===== config.mk =====
export PLATFORM = sky130hd
export DESIGN_NAME = fetch_genpc
export DESIGN_NICKNAME = d
export VERILOG_FILES = /design/src/common/fetch_pkg.sv /design/src/fetch/fetch_genpc.sv
export VERILOG_INCLUDE_DIRS = /design/src /design/src/common
export SDC_FILE = /design/constraint.sdc
export NUM_CORES = 1
export LEC_CHECK = 0
export BUFFER_PORTS_ARGS = -buffer_cell sky130_fd_sc_hd__buf_4
export CORE_MARGIN = 3
export CORE_UTILIZATION = 50
export DETAILED_ROUTE_END_ITERATION = 10
export PLACE_DENSITY = 0.81
export SLEW_MARGIN = 20
export SYNTH_ARGS = -nofsm -noshare
export SYNTH_HDL_FRONTEND = slang
export SYNTH_SLANG_ARGS = --single-unit
export TNS_END_PERCENT = 5

===== constraint.sdc =====
create_clock -name clk -period 4.99 [get_ports clk]
set_clock_uncertainty 0.15 [all_clocks]
set_input_delay 0.499 -clock clk [delete_from_list [all_inputs] [get_ports clk]]
set_output_delay 0.499 -clock clk [all_outputs]
set_load 0.01 [all_outputs]

===== src/common/fetch_defines.svh =====
// fetch subsystem constants
// reset vector, NOP word, jump opcode, fault tags, memory size and latency
`ifndef FETCH_DEFINES_SVH
`define FETCH_DEFINES_SVH

// counter value after reset
`define FETCH_RESET_VEC 32'h0000_0100

// NOP word, opcode and payload halves
`define FETCH_NOP_OPC 6'b000101
`define FETCH_NOP_IMM 26'h041_0000

// unconditional jump opcode
`define FETCH_JUMP_OPC 6'b000000

// fault tags on icpu_tag
// translation miss, page fault, bus error
`define FETCH_ITAG_TE 4'hd
`define FETCH_ITAG_PE 4'hc
`define FETCH_ITAG_BE 4'hb

// instruction memory, words and request-to-answer cycles
`define FETCH_MEM_WORDS 256
`define FETCH_MEM_LAT 2

`endif


===== src/common/fetch_pkg.sv =====
// shared types of the fetch subsystem
// insn_t, one instruction word with a raw view and a jump view
package fetch_pkg;

	// jump view
	// opcode on top, signed word displacement below
	typedef struct packed {
		logic [5:0]         opc;
		logic signed [25:0] disp;
	} insn_jmp_t;

	// same 32 bits, read either way
	typedef union packed {
		logic [31:0] raw;
		insn_jmp_t   jmp;
	} insn_t;

endpackage


===== src/fetch/fetch_genpc.sv =====
// fetch address generator
// request strobe, flush redirect, jump follow, refetch hold
`timescale 1ns/1ps
`include "fetch_defines.svh"

module fetch_genpc (
	input  logic             clk,
	input  logic             rst_n_i,
	input  logic             if_freeze_i,
	input  logic             if_flushpipe_i,
	input  logic [31:0]      flush_target_i,
	input  fetch_pkg::insn_t if_insn_i,
	input  logic [31:0]      if_pc_i,
	input  logic             if_stall_i,
	input  logic             genpc_refetch_i,
	input  logic             icpu_err_i,
	output logic [31:0]      req_adr_o,
	output logic             req_stb_o
);

	logic [31:0] pc_q;
	logic        stb_q;
	logic        refetch_q;
	logic        accept;
	logic        is_jump;
	logic [31:0] jump_off;
	logic [31:0] pc_next;

	// word present and pipeline running
	assign accept = !if_stall_i && !if_freeze_i;

	// jump view of the current word
	assign is_jump  = (if_insn_i.jmp.opc == `FETCH_JUMP_OPC);
	// sign extend, times four
	assign jump_off = {{4{if_insn_i.jmp.disp[25]}}, if_insn_i.jmp.disp, 2'b00};

	////////////////////
	// next address on acceptance
	////////////////////
	always_comb begin
		if (refetch_q || icpu_err_i) begin
			// same word again
			pc_next = pc_q;
		end else if (is_jump) begin
			pc_next = if_pc_i + jump_off;
		end else begin
			pc_next = if_pc_i + 32'd4;
		end
	end

	////////////////////
	// counter, strobe and refetch flag
	////////////////////
	always_ff @(posedge clk) begin
		if (!rst_n_i) begin
			pc_q      <= `FETCH_RESET_VEC;
			stb_q     <= 1'b1;
			refetch_q <= 1'b0;
		end else if (if_flushpipe_i) begin
			// redirect wins over everything
			pc_q      <= flush_target_i;
			stb_q     <= 1'b1;
			refetch_q <= 1'b0;
		end else if (accept) begin
			pc_q      <= pc_next;
			stb_q     <= 1'b1;
			refetch_q <= 1'b0;
		end else begin
			// second answer while a word is held
			if (genpc_refetch_i)
				refetch_q <= 1'b1;
			// answer arrived under freeze, request served
			if (!if_stall_i)
				stb_q <= 1'b0;
		end
	end

	assign req_adr_o = pc_q;
	assign req_stb_o = stb_q;

	// flush targets and jump arithmetic keep word alignment
	a_req_aligned: assert property (@(posedge clk) disable iff (!rst_n_i)
		req_stb_o |-> (req_adr_o[1:0] == 2'b00));

endmodule


Yosys cells after proc, flatten, opt, wreduce, memory -nomap -nowiden
Cells that the tools add are included.

storage, ports and cells
  word-level logic and storage cells = 19
  output and inout bits = 33
  input bits = 103
  register bits after elaboration = 34

cells by class
  muxes and demuxes = 4
  bitwise gates (word level) = 1
  reduce and logical (&&, ||, !) cells = 8
  $add $sub $neg = 2
  equal/unequal tests = 1

operators by type and width
  cell                   number
  $mux 32                4
  $add 32x3->32 const B  1
  $add 32x32->32         1
  $logic_not 6->1        1
  $reduce_or 3->1        1
  $logic_not 1->1        2
  $ne 2x2->1 const B     1
  $reduce_and 2->1       1
  $reduce_bool 2->1      1
  $logic_and 1x1->1      1
  $logic_or 1x1->1       1
  $not 1->1              1

Longest topological paths before layout
  depth in word-level cells = 5
  mapped depth = 14
  gate-level depth less buffers = 13

Least setup slack after synthesis
Ideal clock, no wire load.

  kind = input-to-reg
  from = input if_insn_i[31] in the netlist's numbering
  to = register pc_q[28] (netlist: req_adr_o[28])
  path buffers = 0
  setup slack = 1318 ps
  cell stages on the path = 13
  arrival = 3436 ps
  library setup time = 86 ps
  cells stage by stage = or4_1 nor3_2 nand2b_1 ha_1 fa_1 a21o_1 a221oi_2 o21ai_1 a21boi_2 a21oi_2 o31ai_2 xor2_1 a211oi_1

on the way
  cells in the longest elaborated chain, start to end = 5

ends and longest elaborated chain
  element                    RTL line           text
  from (decl)                fetch_genpc.sv:12  input fetch_pkg::insn_t if_insn_i,
  $logic_not 6->1 (no line)  n/a
  $mux 32                    fetch_genpc.sv:44  end else if (is_jump) begin
  $mux 32                    fetch_genpc.sv:41  if (refetch_q || icpu_err_i) begin
  $mux 32                    fetch_genpc.sv:64  end else if (accept) begin
  $mux 32                    fetch_genpc.sv:59  end else if (if_flushpipe_i) begin
  to (signal assigned)       fetch_genpc.sv:56  pc_q <= `FETCH_RESET_VEC;
  to (signal assigned)       fetch_genpc.sv:61  pc_q <= flush_target_i;
  to (signal assigned)       fetch_genpc.sv:65  pc_q <= pc_next;
  to (decl)                  fetch_genpc.sv:21  logic [31:0] pc_q;

Every way passes these cells. The select of a mux whose other input is x is not followed.
A chain may end at the register's enable or synchronous reset.

Worst setup path after layout
Same ends and word-level chain as after synthesis.

==> impl_metrics.tcl <==
set metrics [dict create \
    viasPerCell 5.937 \
    fin_nets 707 \
    grt_first_pass_wirelength_mm 17.64 \
    path_class "input pin to flip-flop" \
    setup_violations 0 \
    holdBufCountCts 0 \
    vias 3871 \
    die_y_um 88.22 \
    hp-class "input pin to flip-flop" \
    drc 0 \
    fin_crit_sh_pct 76.87 \
    finalWeightedCongestion 0.9341 \
    wire_per_inst_um 17.14 \
    ant_nets 0 \
    die_x_um 88.22 \
    grt_pass1_vias 3587 \
    powerDensity_mw_per_mm2 186.9 \
    worstPathMaxFanout 26 \
    dp_hpwl_mm 8.937 \
    clock_sinks 34 \
    grt_max_degree 43 \
    post_cts_buffers 0 \
    numPortBuffers 135 \
    seq_area_sq_um 680.7 \
    fmax_mhz 260.7 \
    io_pins 136 \
    start_util_pct 52.32 \
    finalSetupTns_ns 0 \
    end_kind "flip-flop" \
    status "completed" \
    synthFlopType "dfxtp_1" \
    yosysSeqAreaShare_pct 20.14 \
    final_common_cell "buf_4" \
    critPathArrivalTime_ns 3.83 \
    cts_resized 0 \
    maxSlewHeadroom_pct 52.06 \
    antenna_found_initial 0 \
    clkLatencyLatePin_ns 0.29 \
    power.leakage_uw 0.002172 \
    place_ws_ns 0.8340 \
    yosys_warnings 0 \
    cts_htree_levels 2 \
    layout-drive-gt1-share_pct 28.87 \
    finalWorstSetupSlack_ns 1.154 \
    cts_tree "built" \
    avgSynthCellArea_sq_um 7.395 \
    maxCapViolations 0 \
    cts_root_buf "clkbuf_8" \
    min_period_ns 3.836 \
    clk_pin_slew_ns 0.08 \
    synthCells 457 \
    required_ns 4.98 \
    core_sq_mm 0.006459 \
    startpoint_type "input pin" \
    vdd_ir_drop_max_mv 0.09869 \
    final_hold_viol_count 0 \
    async_flop_share_pct 0 \
    dr.first_iter.drc_count 234 \
    multi_input_area_sq_mm 0.002557 \
    ys_types 61 \
    syn2layout_area_growth_pct 34.28 \
    fin_util_pct 70.26 \
    num_antenna_cells 0 \
    die_area_sq_mm 0.007782 \
    num-fill-cells 583 \
    max_slew.worst_pin.slew_ns 0.7183 \
    rsz0062_at_grt "no" \
    overflow 0 \
    core.rowCount 29 \
    ys_seq_elements 34 \
    firstDrtPassIters 5 \
    drv_slew 0 \
    final_cell_mix "137 x buf_4, 70 x a21oi_1, 60 x nand2_1" \
    track_usage_pct 28.44 \
    synth_enable_flop_cells 0 \
    netlist_area_sq_mm 0.003379 \
    synth_fp_nets 590 \
    power_uw 848.2 \
    numCtsBuffers 5 \
    clockBufferDepth 2 \
    wl_mm 11.18 \
]
-- through the flow --
step	cell area, sq um	hold slack, ns	std cells
finish	4538	0.2828	652
global placement	4399	0.3105	644
floorplan	3379	0.3658	457
detailed placement	4399	0.3180	644
global route	4538	0.2794	652
CTS	4537	0.2786	652
-- cell families after synthesis --
family / count (synthesis) / synth area share, %
compound gates: 178 / 34.17
xor+xnor: 23 / 5.961
fa+ha+maj: 30 / 11.33
buf+inv: 37 / 4.480
flops: 34 / 20.14
mux: 4 / 1.222
simple gates: 151 / 22.70
-- routing by layer --
metal | part of all wire, % | vias up | global-route usage (%)
met5 | 0 | - | 0
met4 | 1.8 | 0 | 7.830
met3 | 6.0 | 21 | 3.538
met2 | 47 | 147 | 46.91
met1 | 45 | 1803 | 39.18
li1 | - | 1900 | -
-- worst paths after layout --
kind,from,slack [ns],to,depth (start not counted)
worst max-delay path,if_insn_i[31],1.15,req_adr_o[28]$_SDFFE_PN0P_,15
worst min-delay path,flush_target_i[7],0.28,req_adr_o[7]$_SDFFE_PN0P_,2
worst max register to register,refetch_q$_SDFFE_PP0P_,2.44,req_adr_o[11]$_SDFFE_PN0P_,4
worst min register to register,req_stb_o$_SDFFE_PP1N_,0.34,req_stb_o$_SDFFE_PP1N_,2
-- cell type report --
| class | instances | share of cell area, % |
|---|---|---|
| Sequential cell | 34 | 15.00 |
| Multi-Input combinational cell | 386 | 56.36 |
| Clock buffer | 5 | 1.516 |
| Tap cell | 77 | 2.123 |
| Clock inverter | 3 | 1.516 |
| Inverter | 10 | 0.8271 |
| Timing Repair Buffer | 137 | 22.66 |
-- synthesized netlist by cell type (2+ instances only) --
cell       n  area (sq um)
a21oi_1   70         350.3
nand2_1   60         225.2
dfxtp_1   34         680.7
o21ai_0   30         150.1
ha_1      29         362.9
and2_1    26         162.7
nor2_1    17         63.81
clkbuf_1  15         56.30
a21o_1    14         105.1
xor2_1    12         105.1
xnor2_1   11         96.34
buf_2     10         50.05
inv_1     10         37.54
nand3_1    8         40.04
nor2b_1    8         50.05
nor3_1     8         40.04
o21ai_1    8         40.04
a211oi_1   7         52.55
nand4_1    6         37.54
a211o_1    4         35.03
a31oi_1    4         25.02
and3_1     4         25.02
o211ai_1   4         30.03
o21bai_1   4         30.03
or3_1      4         25.02
mux2i_1    3         30.03
o211a_1    3         30.03
o21a_1     3         22.52
a21boi_2   2         22.52
a21oi_2    2         17.52
a221oi_2   2         30.03
a41oi_1    2         17.52
buf_1      2         7.510
o21ai_2    2         17.52
o311ai_1   2         17.52
or4_1      2         15.01
-- registers in the layout, indices dropped and copies added (netlist names) --
signal / cells
req_adr_o: 32
refetch_q: 1
req_stb_o: 1
-- critical path, stage by stage --
cell and delay, ns:
buf_4 0.10, or4_1 0.53, nor3_2 0.11, buf_4 0.25, nand2b_1 0.09, ha_1 0.22, fa_1 0.41, a21o_1 0.22
a221oi_2 0.37, o21ai_1 0.19, a21boi_2 0.23, a21oi_2 0.11, o31ai_2 0.25, xor2_1 0.18, a211oi_1 0.08
-- report_power, final --
group / total (uW) / internal (uW) / leakage (uW) / switching (uW)
Sequential: 301 / 290 / 0.000282 / 11.0
Combinational: 235 / 120 / 0.00182 / 115
Clock: 312 / 200 / 0.0000683 / 111
(Power assumes the default switching activity.)
